**config.mk**
```make
export PLATFORM = sky130hd
export DESIGN_NAME = bootrom
export DESIGN_NICKNAME = d
export VERILOG_FILES = /design/src/design/sys_bus_pkg.sv /design/src/design/sys_addr_pkg.sv /design/src/design/bootrom.sv
export VERILOG_INCLUDE_DIRS = /design/src /design/src/design
export SDC_FILE = /design/constraint.sdc
export NUM_CORES = 1
export LEC_CHECK = 0
export ABC_CLOCK_PERIOD_IN_PS = 1700
export BUFFER_PORTS_ARGS = -buffer_cell sky130_fd_sc_hd__buf_2
export CORE_MARGIN = 1
export CORE_UTILIZATION = 40
export DETAILED_ROUTE_END_ITERATION = 8
export PLACE_DENSITY = 0.68
export SKIP_CTS_REPAIR_TIMING = 1
export SYNTH_ARGS = -nofsm -noshare
export SYNTH_HDL_FRONTEND = slang
export SYNTH_SLANG_ARGS = --single-unit
```
**constraint.sdc**
```tcl
create_clock -name clk_i -period 1.7 [get_ports clk_i]
set_input_delay 0.34 -clock clk_i [delete_from_list [all_inputs] [get_ports clk_i]]
set_output_delay 0.34 -clock clk_i [all_outputs]
set_load 0.05 [all_outputs]
```
**src/design/bootrom_image.svh**
```systemverilog
/*
 * Boot image: each core reads its hart id, parks in wfi and jumps to L2 once woken
 */
localparam sys_bus_pkg::data_t RomImage [sys_addr_pkg::RomWords] = '{
  32'hF140_2573,
  32'h4000_02B7,
  32'h0002_8293,
  32'h1050_0073,
  32'h8000_0337,
  32'h0003_0313,
  32'h0003_0067,
  32'h0000_0013,
  32'h0000_0013,
  32'h0000_0013,
  32'h0000_0013,
  32'h0000_0013,
  32'hFF5F_F06F,
  32'h0000_006F,
  32'hDEAD_BEEF,
  32'h0B00_7C0D
};
```
**src/design/sys_bus_pkg.sv**
```systemverilog
/*
 * Memory bus types: data, strobe and address words plus the request and
 * response structs carried between the host port and the targets
 */
package sys_bus_pkg;

  // Word geometry
  localparam int unsigned DataWidth = 32;
  localparam int unsigned StrbWidth = DataWidth / 8;

  typedef logic [DataWidth-1:0] data_t;
  typedef logic [StrbWidth-1:0] strb_t;
  typedef logic [31:0]          addr_t;

  // One word-wide access from the host
  typedef struct packed {
    logic  we;
    addr_t addr;
    data_t wdata;
    strb_t strb;
  } mem_req_t;

  // Read word and error flag, valid one cycle after the request
  typedef struct packed {
    data_t rdata;
    logic  err;
  } mem_rsp_t;

endpackage : sys_bus_pkg

```
**src/design/sys_addr_pkg.sv**
```systemverilog
/*
 * System address map: target regions, L2 bank geometry, boot ROM size
 * and the control register offsets with their read-only values
 */
package sys_addr_pkg;

  typedef enum logic [1:0] {
    RegionL2,
    RegionRom,
    RegionCtrl,
    RegionNone
  } region_e;

  // L2 SRAM, interleaved word by word across the banks
  localparam sys_bus_pkg::addr_t L2BaseAddr     = 32'h8000_0000;
  localparam int unsigned        L2Size         = 4096;
  localparam int unsigned        NumL2Banks     = 4;
  localparam int unsigned        L2BankWords    = 256;
  localparam int unsigned        L2BankIdxWidth = 2;
  localparam int unsigned        L2RowWidth     = 8;

  // Boot ROM, end address is inclusive
  localparam sys_bus_pkg::addr_t RomBaseAddr = 32'hA000_0000;
  localparam sys_bus_pkg::addr_t RomEndAddr  = 32'hA000_FFFF;
  localparam int unsigned        RomWords    = 16;

  // Control registers
  localparam sys_bus_pkg::addr_t CtrlBaseAddr = 32'h4000_0000;
  localparam sys_bus_pkg::addr_t CtrlEndAddr  = 32'h4001_0000;

  localparam sys_bus_pkg::addr_t EocOffset       = 32'h0000_0000;
  localparam sys_bus_pkg::addr_t WakeUpOffset    = 32'h0000_0004;
  localparam sys_bus_pkg::addr_t TcdmStartOffset = 32'h0000_0008;
  localparam sys_bus_pkg::addr_t TcdmEndOffset   = 32'h0000_000C;
  localparam sys_bus_pkg::addr_t NrCoresOffset   = 32'h0000_0010;

  // Values reported by the info registers
  localparam int unsigned        NumCores     = 8;
  localparam sys_bus_pkg::addr_t TcdmBaseAddr = 32'h0000_0000;
  localparam sys_bus_pkg::addr_t TcdmSize     = 32'h0001_0000;

  // Wake-up value that addresses every core at once
  localparam sys_bus_pkg::data_t WakeAll = 32'hFFFF_FFFF;

endpackage : sys_addr_pkg

```
**src/design/bootrom.sv**
```systemverilog
/*
 * Boot ROM: constant boot image behind a registered read port
 */
`timescale 1ns/1ps

module bootrom (
  input  logic               clk_i,
  input  logic               sel_i,
  input  sys_bus_pkg::addr_t addr_i,
  output sys_bus_pkg::data_t rdata_o
);

  `include "bootrom_image.svh"

  sys_bus_pkg::addr_t                          word_off;
  logic [$clog2(sys_addr_pkg::RomWords)-1:0] rom_idx;

  // Word offset into the ROM window, table index from bits [5:2]
  assign word_off = (addr_i - sys_addr_pkg::RomBaseAddr) >> 2;
  assign rom_idx  = addr_i[$clog2(sys_addr_pkg::RomWords)+1:2];

  always_ff @(posedge clk_i) begin
    if (sel_i) begin
      rdata_o <= (word_off < sys_addr_pkg::RomWords) ? RomImage[rom_idx] : '0;
    end
  end

endmodule : bootrom

```
==> out/qor.txt <==
STATUS
--------------------------------------------------------------------------------------------------------
Outcome ...................................................................................    completed

GRT
--------------------------------------------------------------------------------------------------------
Largest net degree at the start of global routing .........................................           28
Antenna violations before repair ..........................................................            0
Total routing resource utilization after global routing ...................................        0.152
Via count of the first global-routing pass ................................................         1127
Global-route wire length before repair ....................................................      5040 µm
Final global-route overflow total .........................................................            0

PWR
--------------------------------------------------------------------------------------------------------
Internal Dissipation ......................................................................      1.03 mW
Combinational share of power ..............................................................        0.246
Power density over the cells ..............................................................   711 mW/mm²
Static leakage ............................................................................     0.795 nW
Power spent charging and discharging nets .................................................     0.449 mW
Power share of the sequential group .......................................................        0.520
Switching part of the total ...............................................................        0.303
Clock share of power ......................................................................        0.234
Maximum VDD drop ..........................................................................   0.000281 V

SETUP PATH
--------------------------------------------------------------------------------------------------------
Slowest Stage Delay on Critical Path ......................................................       270 ps
Cell family contributing the most delay on the critical path .............................. simple AND/OR/NAND/NOR gates
Crit path required time ...................................................................      1810 ps
Worst Setup Path Type .....................................................................       in2reg
Data arrival time of the critical path ....................................................      1650 ps
CP endpoint kind ..........................................................................     register
Largest driver fanout on the critical path ................................................           13
Master of the slowest instance on the critical path .......................................         ha_1
Number of buffer and inverter instances along the worst setup path ........................            3
Ordered cell list for the critical path ................................................... buf_2 -> inv_1 -> ha_1 -> nor4b_4 -> nand4_4 -> buf_12 -> a211oi_2
Startpoint kind of the worst setup timing path ............................................    input pin

SYNTH
--------------------------------------------------------------------------------------------------------
Netlist area before placement .............................................................  0.00165 mm²
Largest cells by area after synthesis ..................................................... edfxtp_1 (49%), nor3_2 (9.1%), ha_1 (5.3%), a211oi_2 (4.5%), nor4_4 (3.9%)
Synth unique cells ........................................................................           34
Post-synthesis cell type with the largest combined area ...................................     edfxtp_1
Warnings from Yosys .......................................................................            0
Share of the synthesized area in the top cell type ........................................        0.491
Flip-flop and latch count after synthesis .................................................           27
Most frequent cells after synthesis ....................................................... edfxtp_1 (27), nor3_2 (15), buf_4 (7), ha_1 (7), a211oi_2 (6)
Mean post-synth cell area .................................................................     13.7 µm²
Part of the Yosys area used for sequential elements .......................................        0.491
Leading register cell type out of synthesis ...............................................     edfxtp_1
Net Count, Synth ..........................................................................          162
Number of instances in the synthesized netlist ............................................          121
Share of flip-flops with an asynchronous set or reset after synthesis .....................            0
Count of flip-flops with a built-in enable after synthesis ................................           27
Most repeated cell in the gate-level netlist after synthesis ..............................     edfxtp_1

LAYOUT
--------------------------------------------------------------------------------------------------------
Register ranked first by flip-flop count ..................................................      rdata_o
Cell Count, Final, Fillers Out ............................................................          237
Synth-to-layout area growth ...............................................................        26.2%
Largest regs .............................................................................. rdata_o: 27 flops
Core occupancy in the finished layout .....................................................        0.525
Flip-flop count of the largest register after layout ......................................           27
Diode count ...............................................................................            0
Filler cells ..............................................................................          359
Finished Cell Area ........................................................................  0.00209 mm²
Final net count ...........................................................................          229
Fraction of layout instances using a drive strength above 1 ...............................        0.583

PLACE
--------------------------------------------------------------------------------------------------------
Global placement routability congestion ...................................................        0.857
Placed inst area ..........................................................................  0.00204 mm²
Count of buffers from port buffering ......................................................           63
HPWL reported at the end of detailed placement ............................................      2430 µm
Cell count after placement ................................................................          233

STA
--------------------------------------------------------------------------------------------------------
Fmax ......................................................................................      649 MHz
Final setup viols .........................................................................            0
Hold violation count in the final report ..................................................            0
Slew Limit Headroom .......................................................................        0.607
Transition at the pin with the smallest max-transition slack ..............................       590 ps
Fin crit share ............................................................................        0.906
RSZ-0062 raised after global routing ......................................................        false
Pins over their slew limit ................................................................            0
Hold slack final ..........................................................................       515 ps
Sum of negative setup slack ...............................................................         0 ps
Final period demand of the worst path .....................................................      1540 ps

CTS
--------------------------------------------------------------------------------------------------------
Post-CTS clock slew at the launch and capture registers of the worst setup and hold paths .        90 ps
Maximum buffer depth of the clock tree ....................................................            2
CTS tree ..................................................................................        built
Htree depth ...............................................................................            1
Root cell of the clock tree ...............................................................     clkbuf_8
CTS buffer count ..........................................................................            3
Total number of clock tree sinks ..........................................................           27

ROUTE
--------------------------------------------------------------------------------------------------------
Vias post-DR ..............................................................................         1206
Routed wirelength normalized by instance count ............................................      13.2 µm
Router iterations before antenna repair ...................................................            4
Vias per inst .............................................................................         5.09
Residual DRC ..............................................................................            0
Final ANT Viol Nets .......................................................................            0
Wire length reported by the detailed router ...............................................      3120 µm
Initial detailed-routing violation count ..................................................           55

JOB
--------------------------------------------------------------------------------------------------------
Max-capacitance violation count ...........................................................            0

FLOORPLAN
--------------------------------------------------------------------------------------------------------
Starting density of the core ..............................................................        0.416
Core ar. ..................................................................................  0.00397 mm²
Top-Level Pins ............................................................................           66
Floorplan die area ........................................................................  0.00439 mm²
Std-Cell Rows .............................................................................           23
Die Span Y ................................................................................      66.3 µm
Die X .....................................................................................      66.3 µm

MIN PATH
--------------------------------------------------------------------------------------------------------
Hold/Removal Path Class ...................................................................       in2reg

-- kinds of logic (layout without fill, tap and decap cells) --
kind of cell | count (synthesis) | in the layout | synth area share
mux | 3 | 3 | 0.0189
buf+inv | 18 | 84 | 0.0674
compound gates | 20 | 20 | 0.106
fa+ha+maj | 7 | 7 | 0.0530
simple gates | 45 | 45 | 0.259
flops | 27 | 27 | 0.491
xor+xnor | 1 | 1 | 0.00530
-- layout make-up --
type,count,area (µm²),share of cell area
Timing Repair Buffer,75,418,0.200
Multi-Input combinational cell,76,731,0.350
Sequential cell,27,811,0.389
Inverter,5,18.8,0.00900
Clock buffer,4,45.0,0.0216
Tap cell,50,62.6,0.0300
-- worst min-delay path, cell delays in order --
cell	delay, ps
buf_2	90
buf_4	130
nor4_1	50
-- cells in the final DEF, fill, tap and decap left out --
cell type,netlist,final
a2111oi_2,1,1
a211oi_2,6,6
a21o_1,1,1
a21oi_1,4,4
a22oi_1,3,3
a2bb2oi_1,2,2
and2_1,1,1
and3b_1,1,1
buf_12,0,1
buf_2,2,63
buf_4,7,11
clkbuf_1,1,1
clkbuf_8,0,3
edfxtp_1,27,27
ha_1,7,7
inv_1,4,4
inv_2,1,1
mux2_2,1,1
mux2i_1,2,2
nand2_1,5,5
nand2b_1,5,5
nand3_1,1,1
nand4_4,2,2
nor2_1,4,4
nor3_1,1,1
nor3_2,15,15
nor4_1,4,4
nor4_4,3,3
nor4b_1,1,1
nor4b_4,2,2
o21a_1,1,1
o21ai_0,1,1
o21ai_1,1,1
xor2_1,1,1
-- through the flow --
stage | setup slack [ps] | total power, mW
final | 159 | 1.48
after global routing | 88.8 | 1.55
after CTS | 148 | 1.50
after detailed placement | -131 | 1.15
after global placement | -78.3 | 1.15
after floorplan | 141 | 1.03
-- final timing paths --
path                       start                         to  slack (ps)  cells past startpoint
worst max-delay path  addr_i[29]   rdata_o[5]$_SDFFCE_PP0P_         160                      7
worst min-delay path   addr_i[2]  rdata_o[26]$_SDFFCE_PP0P_         520                      3
-- metal layers --
layer	vias up	global-route usage	part of all wire
li1	586	-	-
met3	2	0.0224	0.056
met2	55	0.259	0.52
met1	563	0.195	0.42
met5	-	0	0
met4	0	0.0559	0.0058
-- power groups by stage --
stage / clock network [mW] / registers, mW / logic, mW
floorplan: 0 / 0.912 / 0.120
global placement: 0 / 0.784 / 0.361
detailed placement: 0 / 0.786 / 0.365
CTS: 0.365 / 0.771 / 0.366
global route: 0.390 / 0.774 / 0.386
finish: 0.348 / 0.771 / 0.364
No activity file was read; power rests on OpenSTA's default activity.
