[config.mk]
export PLATFORM = sky130hd
export DESIGN_NAME = ctrl_registers
export DESIGN_NICKNAME = d
export VERILOG_FILES = /design/src/design/bootrom_image.svh /design/src/design/sys_bus_pkg.sv /design/src/design/sys_addr_pkg.sv /design/src/design/ctrl_registers.sv
export SDC_FILE = /design/constraint.sdc
export NUM_CORES = 1
export LEC_CHECK = 0
export ABC_AREA = 1
export BUFFER_PORTS_ARGS = -buffer_cell sky130_fd_sc_hd__buf_2
export CAP_MARGIN = 0
export CORE_UTILIZATION = 40
export CTS_BUF_LIST = sky130_fd_sc_hd__clkbuf_8
export CTS_CLUSTER_DIAMETER = 40
export DETAILED_ROUTE_END_ITERATION = 10
export GPL_TIMING_DRIVEN = 0
export HOLD_SLACK_MARGIN = 0.06
export PLACE_DENSITY = 0.73
export SETUP_SLACK_MARGIN = 0.2
export SLEW_MARGIN = 0
export SYNTH_ARGS = -nofsm -noshare
export SYNTH_HDL_FRONTEND = slang
export SYNTH_SLANG_ARGS = --single-unit
export TNS_END_PERCENT = 50
[constraint.sdc]
create_clock -name clk_i -period 3.6 [get_ports clk_i]
set_clock_uncertainty 0.1 [all_clocks]
set_input_delay 0.36 -clock clk_i [delete_from_list [all_inputs] [get_ports clk_i]]
set_output_delay 0.36 -clock clk_i [all_outputs]
set_load 0.005 [all_outputs]
[src/design/bootrom_image.svh]
/*
 * Boot image: each core reads its hart id, parks in wfi and jumps to L2 once woken
 */
localparam sys_bus_pkg::data_t RomImage [sys_addr_pkg::RomWords] = '{
  32'hF140_2573,
  32'h4000_02B7,
  32'h0002_8293,
  32'h1050_0073,
  32'h8000_0337,
  32'h0003_0313,
  32'h0003_0067,
  32'h0000_0013,
  32'h0000_0013,
  32'h0000_0013,
  32'h0000_0013,
  32'h0000_0013,
  32'hFF5F_F06F,
  32'h0000_006F,
  32'hDEAD_BEEF,
  32'h0B00_7C0D
};
[src/design/sys_bus_pkg.sv]
/*
 * Memory bus types: data, strobe and address words plus the request and
 * response structs carried between the host port and the targets
 */
package sys_bus_pkg;

  // Word geometry
  localparam int unsigned DataWidth = 32;
  localparam int unsigned StrbWidth = DataWidth / 8;

  typedef logic [DataWidth-1:0] data_t;
  typedef logic [StrbWidth-1:0] strb_t;
  typedef logic [31:0]          addr_t;

  // One word-wide access from the host
  typedef struct packed {
    logic  we;
    addr_t addr;
    data_t wdata;
    strb_t strb;
  } mem_req_t;

  // Read word and error flag, valid one cycle after the request
  typedef struct packed {
    data_t rdata;
    logic  err;
  } mem_rsp_t;

endpackage : sys_bus_pkg

[src/design/sys_addr_pkg.sv]
/*
 * System address map: target regions, L2 bank geometry, boot ROM size
 * and the control register offsets with their read-only values
 */
package sys_addr_pkg;

  typedef enum logic [1:0] {
    RegionL2,
    RegionRom,
    RegionCtrl,
    RegionNone
  } region_e;

  // L2 SRAM, interleaved word by word across the banks
  localparam sys_bus_pkg::addr_t L2BaseAddr     = 32'h8000_0000;
  localparam int unsigned        L2Size         = 4096;
  localparam int unsigned        NumL2Banks     = 4;
  localparam int unsigned        L2BankWords    = 256;
  localparam int unsigned        L2BankIdxWidth = 2;
  localparam int unsigned        L2RowWidth     = 8;

  // Boot ROM, end address is inclusive
  localparam sys_bus_pkg::addr_t RomBaseAddr = 32'hA000_0000;
  localparam sys_bus_pkg::addr_t RomEndAddr  = 32'hA000_FFFF;
  localparam int unsigned        RomWords    = 16;

  // Control registers
  localparam sys_bus_pkg::addr_t CtrlBaseAddr = 32'h4000_0000;
  localparam sys_bus_pkg::addr_t CtrlEndAddr  = 32'h4001_0000;

  localparam sys_bus_pkg::addr_t EocOffset       = 32'h0000_0000;
  localparam sys_bus_pkg::addr_t WakeUpOffset    = 32'h0000_0004;
  localparam sys_bus_pkg::addr_t TcdmStartOffset = 32'h0000_0008;
  localparam sys_bus_pkg::addr_t TcdmEndOffset   = 32'h0000_000C;
  localparam sys_bus_pkg::addr_t NrCoresOffset   = 32'h0000_0010;

  // Values reported by the info registers
  localparam int unsigned        NumCores     = 8;
  localparam sys_bus_pkg::addr_t TcdmBaseAddr = 32'h0000_0000;
  localparam sys_bus_pkg::addr_t TcdmSize     = 32'h0001_0000;

  // Wake-up value that addresses every core at once
  localparam sys_bus_pkg::data_t WakeAll = 32'hFFFF_FFFF;

endpackage : sys_addr_pkg

[src/design/ctrl_registers.sv]
/*
 * Control registers: end-of-computation word, core wake-up trigger and
 * read-only TCDM range and core count
 */
`timescale 1ns/1ps

module ctrl_registers (
  input  logic                                clk_i,
  input  logic                                rst_n_i,
  input  logic                                sel_i,
  input  sys_bus_pkg::mem_req_t               req_data_i,
  output sys_bus_pkg::data_t                  rdata_o,
  output logic                                eoc_valid_o,
  output logic [sys_addr_pkg::NumCores-1:0]   wake_up_o
);

  sys_bus_pkg::addr_t                offset;
  logic                              wr_en;
  sys_bus_pkg::data_t                eoc_q;
  logic [sys_addr_pkg::NumCores-1:0] wake_up_d;
  logic [sys_addr_pkg::NumCores-1:0] wake_up_q;
  sys_bus_pkg::data_t                rdata_d;
  sys_bus_pkg::data_t                rdata_q;

  assign offset = req_data_i.addr - sys_addr_pkg::CtrlBaseAddr;
  assign wr_en  = sel_i && req_data_i.we;

  // Wake-up target, all cores, one core or none
  always_comb begin
    wake_up_d = '0;
    if (wr_en && (offset == sys_addr_pkg::WakeUpOffset)) begin
      if (req_data_i.wdata == sys_addr_pkg::WakeAll) begin
        wake_up_d = '1;
      end else if (req_data_i.wdata < sys_addr_pkg::NumCores) begin
        wake_up_d[req_data_i.wdata[$clog2(sys_addr_pkg::NumCores)-1:0]] = 1'b1;
      end
    end
  end

  always_ff @(posedge clk_i) begin
    if (!rst_n_i) begin
      eoc_q     <= '0;
      wake_up_q <= '0;
    end else begin
      wake_up_q <= wake_up_d;
      // Full word store, byte strobes do not apply here
      if (wr_en && (offset == sys_addr_pkg::EocOffset)) begin
        eoc_q <= req_data_i.wdata;
      end
    end
  end

  always_comb begin
    case (offset)
      sys_addr_pkg::EocOffset:       rdata_d = eoc_q;
      sys_addr_pkg::TcdmStartOffset: rdata_d = sys_addr_pkg::TcdmBaseAddr;
      sys_addr_pkg::TcdmEndOffset:   rdata_d = sys_addr_pkg::TcdmBaseAddr +
                                               sys_addr_pkg::TcdmSize;
      sys_addr_pkg::NrCoresOffset:   rdata_d = sys_bus_pkg::data_t'(sys_addr_pkg::NumCores);
      default:                       rdata_d = '0;
    endcase
  end

  always_ff @(posedge clk_i) begin
    if (sel_i && !req_data_i.we) begin
      rdata_q <= rdata_d;
    end
  end

  assign rdata_o     = rdata_q;
  assign eoc_valid_o = eoc_q[0];
  assign wake_up_o   = wake_up_q;

endmodule : ctrl_registers

==> flow_metrics.tcl <==
set metrics [dict create \
    status "finished clean" \
    via_count 3193 \
    clkTransAtPathRegs_ns 0.08 \
    crit_path_max_fanout 8 \
    cp_data_required_time_ns 3.78 \
    drt_iter0_markers 182 \
    insertion_delay_ns 0.35 \
    fp.dieH_um 95.3 \
    fin_setup_tns_ns 0 \
    rsz0062_at_grt "no" \
    r2r-start "eoc_q[3]$_SDFFE_PN0P_" \
    ff2ff_setup_slack_ns 2.80 \
    wl_um 8200 \
    cts.sinks 72 \
    worstPathCellList "buf_2 -> nor2_1 -> nand3_1 -> nor2_1 -> nand2_1 -> nor2_1 -> nand2_1 -> a21oi_1" \
    hold_end "eoc_q[31]$_SDFFE_PN0P_" \
    setup_slack_ns 2.18 \
    grt_pass1_vias 2886 \
    final-setup-viol-count 0 \
    place_hpwl_um 6210 \
    post-route-min-period_ns 1.42 \
    place.gp.congestion 0.878 \
    start_util 0.419 \
    diodes 0 \
    hold_path_class "in2reg" \
    gr-total-overflow 0 \
    cp_common_cell "nor2_1" \
    synth_top_area_frac 0.276 \
    drive_gt1_frac 0.304 \
    grt_first_pass_wirelength_um 12900 \
    tritoncts "done" \
    grtUsageTotal 0.190 \
    cts_root_buffer "clkbuf_8" \
    hold_depth 3 \
    drt_pass1_iterations 5 \
    ir_drop_v 0.000218 \
    clk_path_buf_depth 2 \
    drc 0 \
    cts_made_buffers 9 \
    cts_resized 0 \
    syn_area_um2 3480 \
    pin_count 113 \
    fin_crit_sh 0.394 \
    pre_cts_slack_ns 1.85 \
    portBuffers 107 \
    leakage_nw 1.94 \
    ys_ff_latch 72 \
    yosysTopAreaCell "edfxtp_1" \
    coreArea_um2 8300 \
    startpoint_type "primary input" \
    dieArea_um2 9080 \
    final_antenna_net_count 0 \
    syn_avg_cell_area_um2 7.80 \
    netlist_instances 446 \
    critPathMaxStageDelay_ns 0.41 \
    wire_per_inst_um 12.2 \
    min-delay-start "rst_n_i" \
    finalHoldViolCount 0 \
    slowest_stage "nor2_1" \
    end_kind "register" \
    power_density_nw_per_um2 388 \
    ys_seq_area_frac 0.506 \
    rr_endpoint "rdata_o[3]$_DFFE_PP_" \
    std_cell_rows 33 \
    multi_input_area_um2 1300 \
    maxCapViolations 0 \
    htree_levels 3 \
    finalNetCount 636 \
    areaGrowthSynthToFinish_pct 25.7 \
    worstRegToRegCells 2 \
    fillers 773 \
    cts_setup_buffers 0 \
    synth_nets 518 \
    maxSlewViolCount 0 \
    die_w_um 95.3 \
    grt_max_degree 33 \
    arrival_ns 1.60 \
    yosys_warnings 0 \
    tightest_slew_ns 0.920 \
    antenna_found_initial 0 \
    critPathKind "in2reg" \
    hold_buffers 0 \
    relSlewSlack 0.385 \
    vias_per_cell 4.74 \
    max_freq_mhz 705 \
    seqCellArea_um2 1760 \
    synth_cell_types 18 \
    synthTopCellsByArea "edfxtp_1 (28%), dfxtp_1 (23%), nor2_1 (9.2%), inv_1 (7.6%), nand2_1 (7.3%)" \
]
-- final cells by class --
cell class / instances / area share
flip-flops and latches: 72 / 0.403
multi-input cells: 283 / 0.298
repair buffers: 107 / 0.122
inverters: 71 / 0.0609
plain buffers: 20 / 0.0355
well taps: 105 / 0.0300
clock buffers: 9 / 0.0283
clock inverters: 7 / 0.0217
-- sequential cells by signal, indices dropped and copies added (netlist names) --
signal	cells
eoc_q	32
rdata_o	32
wake_up_o	8
-- cell usage after synthesis --
cell / count
a21oi_1: 40
buf_2: 10
buf_6: 9
clkbuf_1: 1
dfxtp_1: 40
edfxtp_1: 32
inv_1: 70
inv_2: 1
nand2_1: 68
nand2_2: 2
nand3_1: 43
nand4_1: 5
nor2_1: 85
nor2_2: 23
nor2_4: 3
nor2_8: 1
nor3_1: 11
o21ai_0: 2
-- layer usage --
layer / vias up / routed length, um / track usage
met4: 0 / 172 / 0.0934
met2: 128 / 3890 / 0.319
met5: - / 0 / 0
met1: 1419 / 3560 / 0.224
li1: 1633 / - / -
met3: 13 / 581 / 0.0470
-- report_power, final --
group	leakage (nW)	internal, W	switching, W
Clock	0.110	0.000391	0.000318
Sequential	0.665	0.000855	0.00000128
Combinational	1.17	0.0000506	0.0000797
-- kinds of logic (layout without fill, tap and decap cells) --
family | count (synthesis) | in the layout | synth area share
flops | 72 | 72 | 0.506
compound gates | 42 | 42 | 0.0604
buf+inv | 91 | 214 | 0.121
simple gates | 241 | 241 | 0.312
-- through the flow --
stage	std cells	cell area, um2	total power, W	util	hold slack [ns]
after floorplan	446	3480	0.000935	-	0.352
after global placement	658	4150	0.00100	0.500	0.362
after detailed placement	658	4150	0.00100	0.501	0.368
after CTS	674	4370	0.00171	0.527	0.224
after global routing	674	4370	0.00176	0.527	0.260
final	674	4370	0.00170	0.527	0.244
-- worst max-delay path by stage --
stage | startpoint | to | cells after the start | slack, ns
floorplan | sel_i | rdata_o[0]$_DFFE_PP_ | 2 | 1.33
global placement | sel_i | rdata_o[25]$_DFFE_PP_ | 3 | 0.59
detailed placement | req_data_i[26] | wake_up_o[3]$_SDFF_PN0_ | 8 | 1.85
CTS | req_data_i[59] | rdata_o[22]$_DFFE_PP_ | 9 | 2.23
global route | req_data_i[35] | wake_up_o[0]$_SDFF_PN0_ | 8 | 2.02
finish | req_data_i[26] | wake_up_o[3]$_SDFF_PN0_ | 8 | 2.18
-- worst max-delay path, delay by kind of cell --
kind / cells / cell delay, ns
AND/OR/NAND/NOR: 6 / 0.97
AO/OA/AOI/OAI: 1 / 0.16
buffers and inverters: 1 / 0.10
-- cell usage in the layout (no fill, tap or decap) --
master      netlist  routed
nand2_1          68      68
clkbuf_1          1       1
clkinv_4          0       1
a21oi_1          40      40
nand3_1          43      43
clkbuf_8          0       9
inv_1            70      70
o21ai_0           2       2
inv_6             0       1
nor2_8            1       1
bufinv_16         0       2
dfxtp_1          40      40
nor2_4            3       4
clkinv_2          0       2
inv_2             1       1
nor2_1           85      84
nand2_2           2       2
clkinvlp_4        0       1
nand4_1           5       5
nor3_1           11      11
nor2_2           23      23
buf_2            10     117
edfxtp_1         32      32
buf_6             9       9
Note: power is estimated with default switching activity, not from simulation.
