`src/design/bootrom_image.svh`:
```
/*
 * Boot image: each core reads its hart id, parks in wfi and jumps to L2 once woken
 */
localparam sys_bus_pkg::data_t RomImage [sys_addr_pkg::RomWords] = '{
  32'hF140_2573,
  32'h4000_02B7,
  32'h0002_8293,
  32'h1050_0073,
  32'h8000_0337,
  32'h0003_0313,
  32'h0003_0067,
  32'h0000_0013,
  32'h0000_0013,
  32'h0000_0013,
  32'h0000_0013,
  32'h0000_0013,
  32'hFF5F_F06F,
  32'h0000_006F,
  32'hDEAD_BEEF,
  32'h0B00_7C0D
};
```
`src/design/sys_bus_pkg.sv`:
```
/*
 * Memory bus types: data, strobe and address words plus the request and
 * response structs carried between the host port and the targets
 */
package sys_bus_pkg;

  // Word geometry
  localparam int unsigned DataWidth = 32;
  localparam int unsigned StrbWidth = DataWidth / 8;

  typedef logic [DataWidth-1:0] data_t;
  typedef logic [StrbWidth-1:0] strb_t;
  typedef logic [31:0]          addr_t;

  // One word-wide access from the host
  typedef struct packed {
    logic  we;
    addr_t addr;
    data_t wdata;
    strb_t strb;
  } mem_req_t;

  // Read word and error flag, valid one cycle after the request
  typedef struct packed {
    data_t rdata;
    logic  err;
  } mem_rsp_t;

endpackage : sys_bus_pkg

```
`src/design/sys_addr_pkg.sv`:
```
/*
 * System address map: target regions, L2 bank geometry, boot ROM size
 * and the control register offsets with their read-only values
 */
package sys_addr_pkg;

  typedef enum logic [1:0] {
    RegionL2,
    RegionRom,
    RegionCtrl,
    RegionNone
  } region_e;

  // L2 SRAM, interleaved word by word across the banks
  localparam sys_bus_pkg::addr_t L2BaseAddr     = 32'h8000_0000;
  localparam int unsigned        L2Size         = 4096;
  localparam int unsigned        NumL2Banks     = 4;
  localparam int unsigned        L2BankWords    = 256;
  localparam int unsigned        L2BankIdxWidth = 2;
  localparam int unsigned        L2RowWidth     = 8;

  // Boot ROM, end address is inclusive
  localparam sys_bus_pkg::addr_t RomBaseAddr = 32'hA000_0000;
  localparam sys_bus_pkg::addr_t RomEndAddr  = 32'hA000_FFFF;
  localparam int unsigned        RomWords    = 16;

  // Control registers
  localparam sys_bus_pkg::addr_t CtrlBaseAddr = 32'h4000_0000;
  localparam sys_bus_pkg::addr_t CtrlEndAddr  = 32'h4001_0000;

  localparam sys_bus_pkg::addr_t EocOffset       = 32'h0000_0000;
  localparam sys_bus_pkg::addr_t WakeUpOffset    = 32'h0000_0004;
  localparam sys_bus_pkg::addr_t TcdmStartOffset = 32'h0000_0008;
  localparam sys_bus_pkg::addr_t TcdmEndOffset   = 32'h0000_000C;
  localparam sys_bus_pkg::addr_t NrCoresOffset   = 32'h0000_0010;

  // Values reported by the info registers
  localparam int unsigned        NumCores     = 8;
  localparam sys_bus_pkg::addr_t TcdmBaseAddr = 32'h0000_0000;
  localparam sys_bus_pkg::addr_t TcdmSize     = 32'h0001_0000;

  // Wake-up value that addresses every core at once
  localparam sys_bus_pkg::data_t WakeAll = 32'hFFFF_FFFF;

endpackage : sys_addr_pkg

```
`src/design/addr_decode.sv`:
```
/*
 * Address decoder: maps each host request onto L2, boot ROM or control
 * registers and flags unmapped accesses and ROM writes as errors
 */
`timescale 1ns/1ps

module addr_decode (
  input  logic                  req_i,
  input  sys_bus_pkg::mem_req_t req_data_i,
  output logic                  l2_sel_o,
  output logic                  rom_sel_o,
  output logic                  ctrl_sel_o,
  output sys_addr_pkg::region_e region_o
);

  sys_bus_pkg::addr_t addr;
  logic               in_l2;
  logic               in_rom;
  logic               in_ctrl;

  assign addr = req_data_i.addr;

  // Range checks, ROM end is inclusive
  assign in_l2   = (addr >= sys_addr_pkg::L2BaseAddr) &&
                   (addr < sys_addr_pkg::L2BaseAddr + sys_addr_pkg::L2Size);
  assign in_rom  = (addr >= sys_addr_pkg::RomBaseAddr) &&
                   (addr <= sys_addr_pkg::RomEndAddr);
  assign in_ctrl = (addr >= sys_addr_pkg::CtrlBaseAddr) &&
                   (addr < sys_addr_pkg::CtrlEndAddr);

  always_comb begin
    region_o = sys_addr_pkg::RegionNone;
    if (in_l2) begin
      region_o = sys_addr_pkg::RegionL2;
    end else if (in_rom && !req_data_i.we) begin
      // ROM writes fall through to the error region
      region_o = sys_addr_pkg::RegionRom;
    end else if (in_ctrl) begin
      region_o = sys_addr_pkg::RegionCtrl;
    end
  end

  assign l2_sel_o   = req_i && (region_o == sys_addr_pkg::RegionL2);
  assign rom_sel_o  = req_i && (region_o == sys_addr_pkg::RegionRom);
  assign ctrl_sel_o = req_i && (region_o == sys_addr_pkg::RegionCtrl);

endmodule : addr_decode

```
`config.mk`:
```
export PLATFORM = sky130hd
export DESIGN_NAME = addr_decode
export DESIGN_NICKNAME = d
export VERILOG_FILES = /design/src/design/bootrom_image.svh /design/src/design/sys_bus_pkg.sv /design/src/design/sys_addr_pkg.sv /design/src/design/addr_decode.sv
export SDC_FILE = /design/constraint.sdc
export NUM_CORES = 1
export LEC_CHECK = 0
export ABC_AREA = 0
export ABC_CLOCK_PERIOD_IN_PS = 1800
export BUFFER_PORTS_ARGS = -buffer_cell sky130_fd_sc_hd__buf_2
export CAP_MARGIN = 20
export CELL_PAD_IN_SITES_DETAIL_PLACEMENT = 0
export CELL_PAD_IN_SITES_GLOBAL_PLACEMENT = 1
export CORE_AREA = 5 5 42 44
export DETAILED_ROUTE_END_ITERATION = 7
export DIE_AREA = 0 0 47 49
export PLACE_DENSITY_LB_ADDON = 0.1
export SYNTH_ARGS = -nofsm -noshare
export SYNTH_HDL_FRONTEND = slang
export SYNTH_SLANG_ARGS = --single-unit
```
`constraint.sdc`:
```
create_clock -name vclk -period 1.8
set_clock_uncertainty 0.1 [all_clocks]
set_input_delay 0.36 -clock vclk [all_inputs]
set_output_delay 0.36 -clock vclk [all_outputs]
set_load 0.02 [all_outputs]
```
==> results.tsv, run 1 <==
metric	value	unit
wl_per_cell	10.81	um
worst_slew_pin_slew	0.2612	ns
dieHeight	49	um
area_growth	215.8	%
grt_overflow_total	0	
hold_violations	0	
wl	670	um
yosysUniqueCellTypes	14	
row_count	14	
grt_pass1_wl	1055	um
syn_area	118.9	um^2
io_buffers	27	
avgViaCountPerCell	4.403	
fin_crit	1.861	ns
holdBufCountCts	0	
crit_fanout	2	
synth-xor-area-share	0	%
endpoint	l2_sel_o	
p_comb_share	100.0	%
finalWeightedCongestion	0.7181	
status	finished, violations left	
synth_top_family_by_area	simple AND/OR/NAND/NOR gates	
seq_cell_count	0	
drt-initial-drc-count	2	
antenna_found_initial	0	
diodes	0	
crit_required	1.34	ns
whs	0.9149	ns
clkPwrFrac	0	%
n_clock_buffer	0	
cts_setup_buffers	0	
ys_warn_count	0	
max_cap_viol_count	0	
fin_total_pwr	0.04891	mW
power.density	130.3	nW/um^2
p_switching	0.02056	mW
yosysSeqAreaShare	0	%
ir_worst_vdd	0.00004224	V
start_util	8.482	%
setup_viol	2	
dpl_cell_area	280.3	um^2
die-width	47	um
startpoint	req_data_i[48]	
setup_slack	-0.06059	ns
yosys-mux-area-fraction	0	%
syn_inst	19	
layout-drive-gt1-share	78.26	%
synthAdderAreaFrac	0	%
rsz0062_at_grt	yes	
drc	0	
regArea	0	um^2
grt_max_degree	5	
critPathArrivalTime	1.40	ns
hold_class	input port to output pin	
io_pins	75	
die_area	2303	um^2
drv_slew	0	
synth_nets	89	
core	1401	um^2
final_area	375.4	um^2
synth_simple_gate_area_share	89.47	%
cp-start-kind	input port	
synth_compound_area_share	10.53	%
leakage	0.1631	nW
power_switching_share	42.03	%
place_hpwl	585.4	um
via_count	273	
grtUsageTotal	5.614	%
synth_area_per_cell	6.256	um^2
drt_pre_antenna_iters	4	
nets	118	
crit_type	input port to output pin	
endpoint_kind	output pin	
violations	negative setup slack	
dp_slack	-0.1691	ns
relSlewSlack	82.45	%
seqPwrFrac	0	%
antenna_left	0	
grt_pass1_vias	265	
p_int	0.02835	mW
max_freq	537.5	MHz
finalCritPeriodShare	103.4	%
tns	-0.07701	ns
## synth_stat cells
library cell	number	area (um^2)
and3_1	2	12.51
and4_1	1	8.760
nand2_1	1	3.750
nand2b_1	1	6.260
nand4_1	1	6.260
nor2_1	1	3.750
nor2_2	1	6.260
nor2b_1	1	6.260
nor3_1	3	15.01
nor3b_1	1	7.510
nor4_1	3	18.77
o21ai_0	1	5.000
o21bai_1	1	7.510
or4_4	1	11.26
## worst min-delay path by stage
stage,from,end,cells after the start
6_report,req_data_i[68],rom_sel_o,3
5_1_grt,req_data_i[68],rom_sel_o,3
4_1_cts,req_data_i[68],rom_sel_o,3
3_5_place_dp,req_data_i[68],rom_sel_o,3
3_3_place_gp,req_data_i[68],rom_sel_o,3
2_1_floorplan,req_data_i[68],rom_sel_o,1
## worst max-delay path, cell delays in order
cell	delay [ns]
buf_6	0.09
or4_4	0.55
nor2_4	0.11
and3_4	0.19
buf_6	0.11
## per-stage QoR
step	cells	util, %
floorplan	19	-
global placement	62	20.00
detailed placement	62	20.00
CTS	62	21.88
global route	62	26.79
finish	62	26.79
## cell usage in the layout, fill, tap and decap left out
cell type / count
o21bai_1: 1
nor2_4: 1
nor4_4: 2
buf_4: 2
nor3_1: 2
nand2_1: 1
nor4_2: 1
nor2_1: 1
and3_4: 2
or4_4: 1
buf_6: 6
nor3_2: 1
nor3b_1: 1
nor2b_1: 1
nand4_1: 1
buf_2: 19
nand2b_1: 1
and4_4: 1
o21ai_1: 1
## power groups by stage
| stage | combinational [mW] | sequential, mW | clock (mW) |
|---|---|---|---|
| CTS | 0.0396 | 0 | 0 |
| floorplan | 0.00812 | 0 | 0 |
| global route | 0.0534 | 0 | 0 |
| global placement | 0.0339 | 0 | 0 |
| detailed placement | 0.0347 | 0 | 0 |
| finish | 0.0489 | 0 | 0 |
## routing by layer
layer	track usage (%)	wire (um)
met5	0	0
met4	0	0
met3	1.107	101
met2	8.597	305
met1	8.478	263
## cell families after synthesis
family | Yosys count
and+or+nand+nor | 17
AOI/OAI and AO/OA | 2
## layout make-up
class / count / area [um^2]
Tap cell: 16 / 20.02
Timing Repair Buffer: 27 / 177.7
Fill cell: 156 / 1026
Multi-Input combinational cell: 19 / 177.7
## what timing repair did
action | CTS | global route
gates resized for setup | 5 | 15
setup endpoints to repair | 5 | 5
pin swaps | 2 | 4
No activity file was read; power rests on OpenSTA's default activity.
==> run 2, diff against run 1 <==
--- a/config.mk
+++ b/config.mk
@@ -7,13 +7,13 @@
 export LEC_CHECK = 0
 export ABC_AREA = 0
 export ABC_CLOCK_PERIOD_IN_PS = 1800
-export BUFFER_PORTS_ARGS = -buffer_cell sky130_fd_sc_hd__buf_2
 export CAP_MARGIN = 20
 export CELL_PAD_IN_SITES_DETAIL_PLACEMENT = 0
 export CELL_PAD_IN_SITES_GLOBAL_PLACEMENT = 1
 export CORE_AREA = 5 5 42 44
 export DETAILED_ROUTE_END_ITERATION = 7
 export DIE_AREA = 0 0 47 49
+export DONT_BUFFER_PORTS = 1
 export PLACE_DENSITY_LB_ADDON = 0.1
 export SYNTH_ARGS = -nofsm -noshare
 export SYNTH_HDL_FRONTEND = slang
==> results.tsv, run 2 (same netlist as run 1, synthesis figures left out) <==
metric	value	unit	change
max_cap_viol_count	0		unchanged
dp_slack	-0.04319	ns	was -0.1691 ns
critPathArrivalTime	1.28	ns	was 1.40 ns
hold_class	input port to output pin		unchanged
gr-usage-met1	6.087	%	was 8.478%
final_area	173.9	um^2	was 375.4 um^2
crit_type	input port to output pin		unchanged
hold_violations	0		unchanged
grt_pass1_vias	170		was 265
layout-drive-gt1-share	30.00	%	was 78.26%
io_pins	75		unchanged
fin_crit	1.739	ns	was 1.861 ns
dpl_cell_area	152.6	um^2	was 280.3 um^2
setup_viol	0		was 2
area_growth	46.32	%	was 215.8%
fin_total_pwr	0.01025	mW	was 0.04891 mW
finalWeightedCongestion	0.6236		was 0.7181
utilization	12.41	%	was 26.79%
antenna_found_initial	0		unchanged
diodes	0		unchanged
drt-initial-drc-count	1		was 2
crit_required	1.34	ns	about the same
wl_per_cell	15.33	um	was 10.81 um
core	1401	um^2	unchanged
busiest_layer	met2		unchanged
endpoint_kind	output pin		unchanged
tns	0	ns	was -0.07701 ns
grtUsageTotal	4.281	%	was 5.614%
cts_setup_buffers	0		unchanged
stdcell_count	36		was 62
finalCritPeriodShare	96.62	%	was 103.4%
start_util	8.482	%	unchanged
setup_slack	0.06085	ns	was -0.06059 ns
status	completed		was finished, violations left
holdBufCountCts	0		unchanged
leakage	0.05020	nW	was 0.1631 nW
power.density	58.94	nW/um^2	was 130.3 nW/um^2
drv_slew	0		unchanged
whs	0.7839	ns	was 0.9149 ns
ir_worst_vdd	0.00001257	V	was 0.00004224 V
max_freq	575.0	MHz	was 537.5 MHz
cp-start-kind	input port		unchanged
n_clock_buffer	0		unchanged
row_count	14		unchanged
dieHeight	49	um	unchanged
nets	92		was 118
wl	552	um	was 670 um
io_buffers	0		was 27
seq_cell_count	0		unchanged
place_hpwl	518.3	um	was 585.4 um
met3_usage	2.214	%	was 1.107%
die-width	47	um	unchanged
die_area	2303	um^2	unchanged
final_common_cell	nor3_1		was buf_2
layout_common_cells	nor3_1 (3), nor4_2 (2), and3_1 (2)		was buf_2 (19), buf_6 (6)
antenna_left	0		unchanged
drc	0		unchanged
via_count	164		was 273
worst_slew_pin_slew	0.6612	ns	was 0.2612 ns
placed_cells	36		was 62
grt_pass1_wl	779	um	was 1055 um
drt_pre_antenna_iters	2		was 4
crit_fanout	2		unchanged
avgViaCountPerCell	4.556		was 4.403
use_met2	6.109	%	was 8.597%
regArea	0	um^2	unchanged
grt_overflow_total	0		unchanged
grt_max_degree	5		unchanged
relSlewSlack	55.45	%	was 82.45%
[run 2: what timing repair did]
action	in CTS	in global routing
gates resized for setup	1	2
gates cloned	0	0
pin swaps	0	1
setup endpoints to repair	1	4
hold endpoints to repair	0	0
[run 2: worst paths after layout]
path,startpoint,endpoint,depth (start not counted),slack [ns]
hold / removal,req_data_i[68],rom_sel_o,2,0.78
setup / recovery,req_data_i[48],l2_sel_o,3,0.06
[run 2: cell type report]
type,count,area [um^2]
Fill cell,174,1227
Multi-Input combinational cell,19,146.4
Tap cell,16,20.02
Timing Repair Buffer,1,7.507
[run 2: power by group]
| group | leakage [nW] | internal (mW) | switching [mW] |
|---|---|---|---|
| logic | 0.0502 | 0.00580 | 0.00445 |
| clock network | 0 | 0 | 0 |
| registers | 0 | 0 | 0 |
[run 2: worst max-delay path, stage by stage]
cell	delay, ns
or4_4	0.52
nor2_2	0.10
and3_1	0.29
[run 2: layer usage]
metal	part of all wire [%]	routed length [um]
met1	36	197
met2	37	204
met3	27	150
met4	0	0
met5	0	0
