$ cat src/design/bootrom_image.svh
/*
 * Boot image: each core reads its hart id, parks in wfi and jumps to L2 once woken
 */
localparam sys_bus_pkg::data_t RomImage [sys_addr_pkg::RomWords] = '{
  32'hF140_2573,
  32'h4000_02B7,
  32'h0002_8293,
  32'h1050_0073,
  32'h8000_0337,
  32'h0003_0313,
  32'h0003_0067,
  32'h0000_0013,
  32'h0000_0013,
  32'h0000_0013,
  32'h0000_0013,
  32'h0000_0013,
  32'hFF5F_F06F,
  32'h0000_006F,
  32'hDEAD_BEEF,
  32'h0B00_7C0D
};
$ cat src/design/sys_bus_pkg.sv
/*
 * Memory bus types: data, strobe and address words plus the request and
 * response structs carried between the host port and the targets
 */
package sys_bus_pkg;

  // Word geometry
  localparam int unsigned DataWidth = 32;
  localparam int unsigned StrbWidth = DataWidth / 8;

  typedef logic [DataWidth-1:0] data_t;
  typedef logic [StrbWidth-1:0] strb_t;
  typedef logic [31:0]          addr_t;

  // One word-wide access from the host
  typedef struct packed {
    logic  we;
    addr_t addr;
    data_t wdata;
    strb_t strb;
  } mem_req_t;

  // Read word and error flag, valid one cycle after the request
  typedef struct packed {
    data_t rdata;
    logic  err;
  } mem_rsp_t;

endpackage : sys_bus_pkg

$ cat src/design/sys_addr_pkg.sv
/*
 * System address map: target regions, L2 bank geometry, boot ROM size
 * and the control register offsets with their read-only values
 */
package sys_addr_pkg;

  typedef enum logic [1:0] {
    RegionL2,
    RegionRom,
    RegionCtrl,
    RegionNone
  } region_e;

  // L2 SRAM, interleaved word by word across the banks
  localparam sys_bus_pkg::addr_t L2BaseAddr     = 32'h8000_0000;
  localparam int unsigned        L2Size         = 4096;
  localparam int unsigned        NumL2Banks     = 4;
  localparam int unsigned        L2BankWords    = 256;
  localparam int unsigned        L2BankIdxWidth = 2;
  localparam int unsigned        L2RowWidth     = 8;

  // Boot ROM, end address is inclusive
  localparam sys_bus_pkg::addr_t RomBaseAddr = 32'hA000_0000;
  localparam sys_bus_pkg::addr_t RomEndAddr  = 32'hA000_FFFF;
  localparam int unsigned        RomWords    = 16;

  // Control registers
  localparam sys_bus_pkg::addr_t CtrlBaseAddr = 32'h4000_0000;
  localparam sys_bus_pkg::addr_t CtrlEndAddr  = 32'h4001_0000;

  localparam sys_bus_pkg::addr_t EocOffset       = 32'h0000_0000;
  localparam sys_bus_pkg::addr_t WakeUpOffset    = 32'h0000_0004;
  localparam sys_bus_pkg::addr_t TcdmStartOffset = 32'h0000_0008;
  localparam sys_bus_pkg::addr_t TcdmEndOffset   = 32'h0000_000C;
  localparam sys_bus_pkg::addr_t NrCoresOffset   = 32'h0000_0010;

  // Values reported by the info registers
  localparam int unsigned        NumCores     = 8;
  localparam sys_bus_pkg::addr_t TcdmBaseAddr = 32'h0000_0000;
  localparam sys_bus_pkg::addr_t TcdmSize     = 32'h0001_0000;

  // Wake-up value that addresses every core at once
  localparam sys_bus_pkg::data_t WakeAll = 32'hFFFF_FFFF;

endpackage : sys_addr_pkg

$ cat src/design/resp_mux.sv
/*
 * Response path: delays valid and region by one cycle and returns the
 * matching read word or an error
 */
`timescale 1ns/1ps

module resp_mux (
  input  logic                  clk_i,
  input  logic                  rst_n_i,
  input  logic                  req_i,
  input  logic                  we_i,
  input  sys_addr_pkg::region_e region_i,
  input  sys_bus_pkg::data_t    l2_rdata_i,
  input  sys_bus_pkg::data_t    rom_rdata_i,
  input  sys_bus_pkg::data_t    ctrl_rdata_i,
  output logic                  rsp_valid_o,
  output sys_bus_pkg::mem_rsp_t rsp_o
);

  logic                  valid_q;
  logic                  we_q;
  sys_addr_pkg::region_e region_q;

  always_ff @(posedge clk_i) begin
    if (!rst_n_i) begin
      valid_q  <= 1'b0;
      we_q     <= 1'b0;
      region_q <= sys_addr_pkg::RegionNone;
    end else begin
      valid_q <= req_i;
      if (req_i) begin
        we_q     <= we_i;
        region_q <= region_i;
      end
    end
  end

  always_comb begin
    rsp_o.err   = (region_q == sys_addr_pkg::RegionNone);
    rsp_o.rdata = '0;
    // Writes and errors return a zero word
    if (!we_q) begin
      case (region_q)
        sys_addr_pkg::RegionL2:   rsp_o.rdata = l2_rdata_i;
        sys_addr_pkg::RegionRom:  rsp_o.rdata = rom_rdata_i;
        sys_addr_pkg::RegionCtrl: rsp_o.rdata = ctrl_rdata_i;
        default:                  rsp_o.rdata = '0;
      endcase
    end
  end

  assign rsp_valid_o = valid_q;

endmodule : resp_mux

$ cat config.mk
export PLATFORM = sky130hd
export DESIGN_NAME = resp_mux
export DESIGN_NICKNAME = d
export VERILOG_FILES = /design/src/design/bootrom_image.svh /design/src/design/sys_bus_pkg.sv /design/src/design/sys_addr_pkg.sv /design/src/design/resp_mux.sv
export SDC_FILE = /design/constraint.sdc
export NUM_CORES = 1
export LEC_CHECK = 0
export CAP_MARGIN = 20
export CORE_MARGIN = 2
export CORE_UTILIZATION = 50
export CTS_CLUSTER_DIAMETER = 60
export DETAILED_ROUTE_END_ITERATION = 8
export DONT_BUFFER_PORTS = 1
export GPL_TIMING_DRIVEN = 1
export PLACE_DENSITY_LB_ADDON = 0.3
export RECOVER_POWER = 25
export REMOVE_ABC_BUFFERS = 1
export SYNTH_ARGS = -nofsm -noshare
export SYNTH_HDL_FRONTEND = slang
export SYNTH_SLANG_ARGS = --single-unit
$ cat constraint.sdc
create_clock -name clk_i -period 1.1 [get_ports clk_i]
set_input_delay 0.22 -clock clk_i [delete_from_list [all_inputs] [get_ports clk_i]]
set_output_delay 0.22 -clock clk_i [all_outputs]
set_load 0.01 [all_outputs]
==> metrics, run 1 <==
filler instances 255; Hold Path Depth 1; first-pass GRT wire length 5150 um; Synth area leader a211oi_2; CTS tree yes; Worst R2R Setup Slack 230 ps; relative slew slack 78.9%; routability congestion estimate 0.631; Hold EP region_q[0]; RSZ-0062 raised after global routing yes; synth top area cells a211oi_2 51%, nand2b_1 13%, nor2b_1 12%; Final #Nets 261; clock-pin slew on the worst setup and hold paths 40 ps; fin cells 190; Worst Path Required 880 ps; Critical Path Start Type flop; worst r2r path cells 3; DR WL/cell 19.6 um; initial antenna violation count 0; layout cell share with drive strength beyond 1 70.7%; sequential share of the synthesized area 5.17%; switching part of the total 41.5%; Clk network pwr share 18.6%; WS Path Type reg -> out; GRT Total Usage 18.5%; Post-DRT Antenna Nets 0; hold_sp rst_n_i; R2R Path Start region_q[1]; DR iter-0 viols 23; Mapped Avg Cell Area 9.56 um^2; pin count of the biggest net entering global routing 45; CP arrival 1310 ps; Initial Util 51.6%; WHS 53.7 ps; Buffers on Ports 0; Slew Limit Fails 0; Flop pwr share 17.1%; Hold Fails Final Rpt 0; post-route DRC violation count 0; ANT cells 0; Final min period 1530 ps; Comb power frac 64.3%; Critical Path Sink Type primary output; Rows 20; Yosys top cell area share 50.9%; P&R area growth vs syn 11.4%; Die ar. 3560 um^2; detailed placer's ending HPWL 2620 um; Hold Path Class in -> reg; setup ws final -427 ps; Die X 59.7 um; WL final 3720 um; failing checks negative setup slack; max_cap viols 0; Net Switching 0.403 mW; clock latency on the worst-skew pair 230 ps; Die Height 59.7 um; Gate Count Post-Synth 162; core area 3000 um^2; Storage cell area 88.8 um^2; router iterations before antenna repair 4; crit path max fanout 44; Bufs on Longest Clock Path 2; # setup viols final 33; most frequent cells in the layout 63 x a211oi_2, 27 x nand2b_1, 18 x nor2b_2; Max IR drop VDD 0.521 mV; CTS Buf Count 3; Pint 0.568 mW; FF-to-FF End region_q[1]; synth unique cells 16; Clock Tree Root clkbuf_4; Final Cycle Share 139%; placed cells 184; most common cell after layout, fill and taps aside a211oi_2; H-Tree Depth 1; synthesized cell area 1550 um^2; grt ovf 0; area of the multi-input gates 1370 um^2; leakage power 0.541 nW; IO Count 136; Slew @ Worst Pin 316 ps; via count 1,220; FMAX 0.655 GHz; Setup Skew 0 ps; Yosys warning count 0; drt via density 6.42; PwrDens 563 nW/um^2; Num Clock Sinks 4; vias in the first global route 1,102; synthesis-stage register bit count 4; total power 0.971 mW; outcome complete, but fails checks
==> cell usage after synthesis (all sizes together) <==
cell,n
buf,18
clkbuf,4
nor2b,33
dfxtp,4
a211oi,64
nand2,2
and2,2
nand2b,32
mux2i,3
==> area by class of cell <==
type                            count  area share [%]
Clock buffer                        3            1.31
Multi-Input combinational cell    136            79.6
Sequential cell                     4            5.15
Tap cell                           33            2.39
Timing Repair Buffer               14            11.6
==> flip-flops by register name (all words and copies together), names as in the netlist <==
signal	cells
rsp_valid_o	1
we_q	1
region_q	2
==> worst max path at each step <==
stage                     depth (start not counted)        start         to  slack [ps]
final                                             3  region_q[1]  rsp_o[18]        -430
after global routing                              3  region_q[1]  rsp_o[24]        -470
after CTS                                         3  region_q[1]  rsp_o[15]        -420
after detailed placement                          4  region_q[1]  rsp_o[19]        -200
after global placement                            4  region_q[1]  rsp_o[19]        -160
after floorplan                                   2  region_q[1]  rsp_o[32]       -1790
==> metrics by stage <==
stage          util [%]  setup TNS [ps]  instance area (um^2)  setup slack, ps
3_3_place_gp       51.1           -4190                  1540             -165
2_1_floorplan         -          -60720                  1340            -1790
6_report           57.5          -12450                  1730             -427
3_5_place_dp       51.1           -5080                  1540             -200
5_1_grt            57.5          -14230                  1730             -470
4_1_cts            55.5          -12930                  1670             -416
==> worst max-delay path, stage by stage (launching register included) <==
cell and delay, ps:
dfxtp_4 360, buf_12 180, nand2b_1 180, a211oi_2 340
==> timing repair <==
item | 4_1_cts | 5_1_grt
pin swaps | 22 | 14
hold buffers | 0 | 0
resized for setup | 12 | 20
cloned | 2 | 0
setup buffers | 2 | 0
endpoints found under the setup margin | 33 | 33
==> cell families (layout without fill, tap and decap cells) <==
| logic type | after synthesis | count (layout) | share of synthesized area, % |
|---|---|---|---|
| mux | 3 | 3 | 1.94 |
| simple gates | 69 | 69 | 28.0 |
| flops | 4 | 4 | 5.17 |
| buf+inv | 22 | 17 | 13.5 |
| compound gates | 64 | 64 | 51.4 |
==> power groups by stage <==
stage                     clock [mW]  combinational [mW]  sequential, mW
final                          0.181               0.624           0.166
after global routing           0.204               0.666           0.167
after CTS                      0.192               0.613           0.166
after detailed placement           0               0.555           0.168
after global placement             0               0.533           0.167
after floorplan                    0               0.341           0.276
==> metal layers <==
layer  global-route usage, %  vias up  share of wire, %
met4                    4.44        0                 0
met5                       0        -                 0
met3                    2.81        0               5.6
met1                    23.3      581                42
met2                    32.6       53                53
li1                        -      586                 -
Note: power is estimated with default switching activity, not from simulation.
==> run 2: changes to the inputs <==
--- a/config.mk
+++ b/config.mk
@@ -7,7 +7,8 @@
 export LEC_CHECK = 0
 export CAP_MARGIN = 20
 export CORE_MARGIN = 2
-export CORE_UTILIZATION = 50
+export CORE_UTILIZATION = 51
+export CTS_BUF_LIST = sky130_fd_sc_hd__clkbuf_4 sky130_fd_sc_hd__clkbuf_8
 export CTS_CLUSTER_DIAMETER = 60
 export DETAILED_ROUTE_END_ITERATION = 8
 export DONT_BUFFER_PORTS = 1
==> metrics, run 2 (same netlist as run 1, synthesis figures left out) <==
Post-DRT Antenna Nets 0; ANT cells 0; placed cells 182; final core occ 64.7%; worst r2r path cells 3; Die ar. 3490 um^2; placed instance area 1550 um^2; initial antenna violation count 0; outcome complete, but fails checks; H-Tree Depth 1; Worst R2R Setup Slack 120 ps; RSZ-0062 raised after global routing yes; max_cap viols 0; leakage power 0.653 nW; Max IR drop VDD 0.483 mV; cts hold-fix bufs 0; Bufs on Longest Clock Path 2; Final Cycle Share 136%; Critical Path Start Type flop; failing checks negative setup slack; fin cells 187; DR iter-0 viols 42; IO Count 136; CP arrival 1270 ps; Slew Limit Fails 0; Hold Path Class in -> reg; post-route DRC violation count 0; Setup TNS Final -11,780 ps; postcts setup bufs 0; FMAX 0.669 GHz; PwrDens 551 nW/um^2; setup ws final -395 ps; Die Height 59.1 um; Hold Fails Final Rpt 0; Post-Place Setup Slack -179 ps; first-pass GRT wire length 4840 um; clock latency on the worst-skew pair 240 ps; Final Cell Area 1830 um^2; clock-pin slew on the worst setup and hold paths 40 ps; Final #Nets 260; crit path max fanout 34; WHS 56.1 ps; WS Path Type reg -> out; router iterations before antenna repair 4; Storage cell area 88.8 um^2; core area 2830 um^2; drt via density 6.40; # setup viols final 33; detailed placer's ending HPWL 2680 um; P&R area growth vs syn 18.1%; Clock Tree Root clkbuf_4; pin count of the biggest net entering global routing 37; area of the multi-input gates 1460 um^2; FF-to-FF End region_q[0]; R2R Path Start region_q[0]; CTS tree yes; Buffers on Ports 0; Critical Path Sink Type primary output; Largest Register region_q; grt ovf 0; via count 1,197; routability congestion estimate 0.646; Hold Path Depth 1; CTS Buf Count 3; Initial Util 54.8%; DR WL/cell 20.0 um; Setup Skew 0 ps; Hold EP region_q[1]; Num Clock Sinks 4; Slew @ Worst Pin 315 ps; Final min period 1490 ps; max FFs per register 2; WL final 3740 um; hold_sp rst_n_i; Die X 59.1 um; filler instances 235; total power 1.01 mW; relative slew slack 78.9%; layout cell share with drive strength beyond 1 76.9%; GRT Total Usage 17.8%; Rows 19; Worst Path Required 880 ps; vias in the first global route 1,080; most frequent cells in the layout 62 x a211oi_2, 17 x nand2b_4, 17 x nor2b_2; most common cell after layout, fill and taps aside a211oi_2
-- run 2: report_power, final --
group | internal [mW] | total (mW) | switching [mW]
clock | 0.122 | 0.186 | 0.0633
sequential | 0.154 | 0.170 | 0.0169
combinational | 0.321 | 0.651 | 0.330
total | 0.597 | 1.01 | 0.410
-- run 2: cell type report --
type                       instances  area share (%)
timing repair buffer              13            12.0
sequential                         4            4.86
multi-input combinational        136            79.8
clock buffer                       3            1.23
tap                               31            2.12
-- run 2: layer usage --
metal / vias up / GRT usage, % / wire length (um)
li1: 584 / - / -
met1: 549 / 18.4 / 1430
met2: 58 / 34.8 / 2050
met3: 6 / 2.40 / 209
met4: 0 / 8.12 / 46
met5: - / 0 / 0
-- run 2: worst max-delay path, cell delays in order, from the launching register on --
cell and delay [ps]:
dfxtp_4 380, buf_12 170, nor2b_1 140, a211oi_2 60, a211oi_2 280
-- run 2: worst max-delay path by stage --
stage / startpoint / endpoint / slack (ps) / cells after the start
after floorplan: region_q[1] / rsp_o[32] / -1790 / 2
after global placement: region_q[1] / rsp_o[24] / -150 / 4
after detailed placement: region_q[1] / rsp_o[29] / -180 / 4
after CTS: region_q[1] / rsp_o[23] / -390 / 3
after global routing: region_q[1] / rsp_o[21] / -460 / 3
final: region_q[1] / rsp_o[24] / -390 / 4
-- run 2: what timing repair did --
action	CTS	global route
setup endpoints to repair	33	33
resized for setup	9	32
pin swaps	28	14
cloned	1	1
==> run 3: changes to the inputs <==
--- a/config.mk
+++ b/config.mk
@@ -12,7 +12,7 @@
 export CTS_CLUSTER_DIAMETER = 60
 export DETAILED_ROUTE_END_ITERATION = 8
 export DONT_BUFFER_PORTS = 1
-export GPL_TIMING_DRIVEN = 1
+export GPL_TIMING_DRIVEN = 0
 export PLACE_DENSITY_LB_ADDON = 0.3
 export RECOVER_POWER = 25
 export REMOVE_ABC_BUFFERS = 1
==> metrics, run 3 (same netlist as run 1, synthesis figures left out) <==
outcome complete, but fails checks; failing checks negative setup slack; via count 1,296; pin count of the biggest net entering global routing 50; max_cap viols 0; routability congestion estimate 0.627; first-pass GRT wire length 5820 um; Final min period 1520 ps; RSZ-0062 raised after global routing yes; Final Cycle Share 139%; Clock Tree Root clkbuf_4; crit path max fanout 24; Setup TNS Final -13,010 ps; relative slew slack 79.7%; Buffers on Ports 0; Critical Path Sink Type primary output; Num Clock Sinks 4; filler instances 249; IO Count 136; DR iter-0 viols 68; Initial Util 54.8%; clock latency on the worst-skew pair 230 ps; FMAX 0.656 GHz; area of the multi-input gates 1340 um^2; # setup viols final 33; Setup Skew 0 ps; most frequent cells in the layout 61 x a211oi_2, 29 x nand2b_1, 16 x nor2b_1, 16 x nor2b_2, 7 x buf_12; drt via density 6.86; P&R area growth vs syn 14.5%; Top delay family on crit path flip-flops; post-route DRC violation count 0; setup ws final -425 ps; final core occ 62.7%; H-Tree Depth 1; detailed placer's ending HPWL 2420 um; Die Height 59.1 um; total power 1.02 mW; CP Cell Sequence clkbuf_16, nand2b_1, a211oi_2; WHS 49.2 ps; WS Path Type reg -> out; Critical Path Start Type flop; layout cell share with drive strength beyond 1 65.8%; max FFs per register 2; GRT Total Usage 21.4%; Slew Limit Fails 0; router iterations before antenna repair 4; Final #Nets 262; Critical Path Max Stage Delay 400 ps; Hold Fails Final Rpt 0; most common cell after layout, fill and taps aside a211oi_2; CP arrival 1300 ps; Storage cell area 91.3 um^2; Slew @ Worst Pin 303 ps; Post-DRT Antenna Nets 0; Hold Path Class in -> reg; CP max-delay cell dfxtp_4; CTS tree yes; clock-pin slew on the worst setup and hold paths 40 ps; Die X 59.1 um; leakage power 0.541 nW; Worst Path Required 880 ps; Die ar. 3490 um^2; WP buf/inv 1; grt ovf 0; vias in the first global route 1,151; core area 2830 um^2; Rows 19; ANT cells 0; Largest Register region_q; DR WL/cell 23.4 um; CTS Buf Count 3; PwrDens 575 nW/um^2; initial antenna violation count 0; WL final 4430 um; Bufs on Longest Clock Path 2; cts hold-fix bufs 0; Max IR drop VDD 0.548 mV
run 3: layout make-up:
| type | count | share of cell area [%] |
|---|---|---|
| flip-flops and latches | 4 | 5.15 |
| multi-input cells | 136 | 75.4 |
| repair buffers | 15 | 15.9 |
| clock buffers | 3 | 1.27 |
| well taps | 31 | 2.19 |
run 3: per-layer routing:
metal	vias up	wire length, um	share of wire (%)	global-route usage (%)
met3	4	232	5.2	2.62
met1	640	1820	41	27.2
met5	-	0	0	0
met2	62	2350	53	38.7
met4	0	29	0.65	4.22
li1	590	-	-	-
run 3: metrics by stage:
step / area, um^2 / cells / setup WS (ps)
floorplan: 1340 / 140 / -1790
global placement: 1380 / 171 / -2170
detailed placement: 1390 / 171 / -646
CTS: 1630 / 183 / -431
global route: 1770 / 189 / -475
finish: 1770 / 189 / -425
run 3: final timing paths:
| kind | start | to | slack, ps | cells past startpoint |
|---|---|---|---|---|
| worst max-delay path | region_q[1] | rsp_o[10] | -420 | 3 |
| worst min-delay path | rst_n_i | region_q[1] | 50 | 1 |
| worst max register to register | region_q[0] | region_q[0] | 190 | 3 |
| worst min register to register | we_q | we_q | 780 | 3 |
run 3: where the power goes:
group	switching (mW)	internal [mW]	leakage (nW)	total, mW
logic	0.347	0.313	0.494	0.660
clock network	0.0581	0.122	0.0138	0.180
registers	0.0261	0.153	0.0339	0.179
run 3: repair_timing:
action,in CTS,in global routing
setup endpoints to repair,36,34
pin swaps,12,15
setup buffers,9,4
gates resized for setup,14,7
cloned,0,2
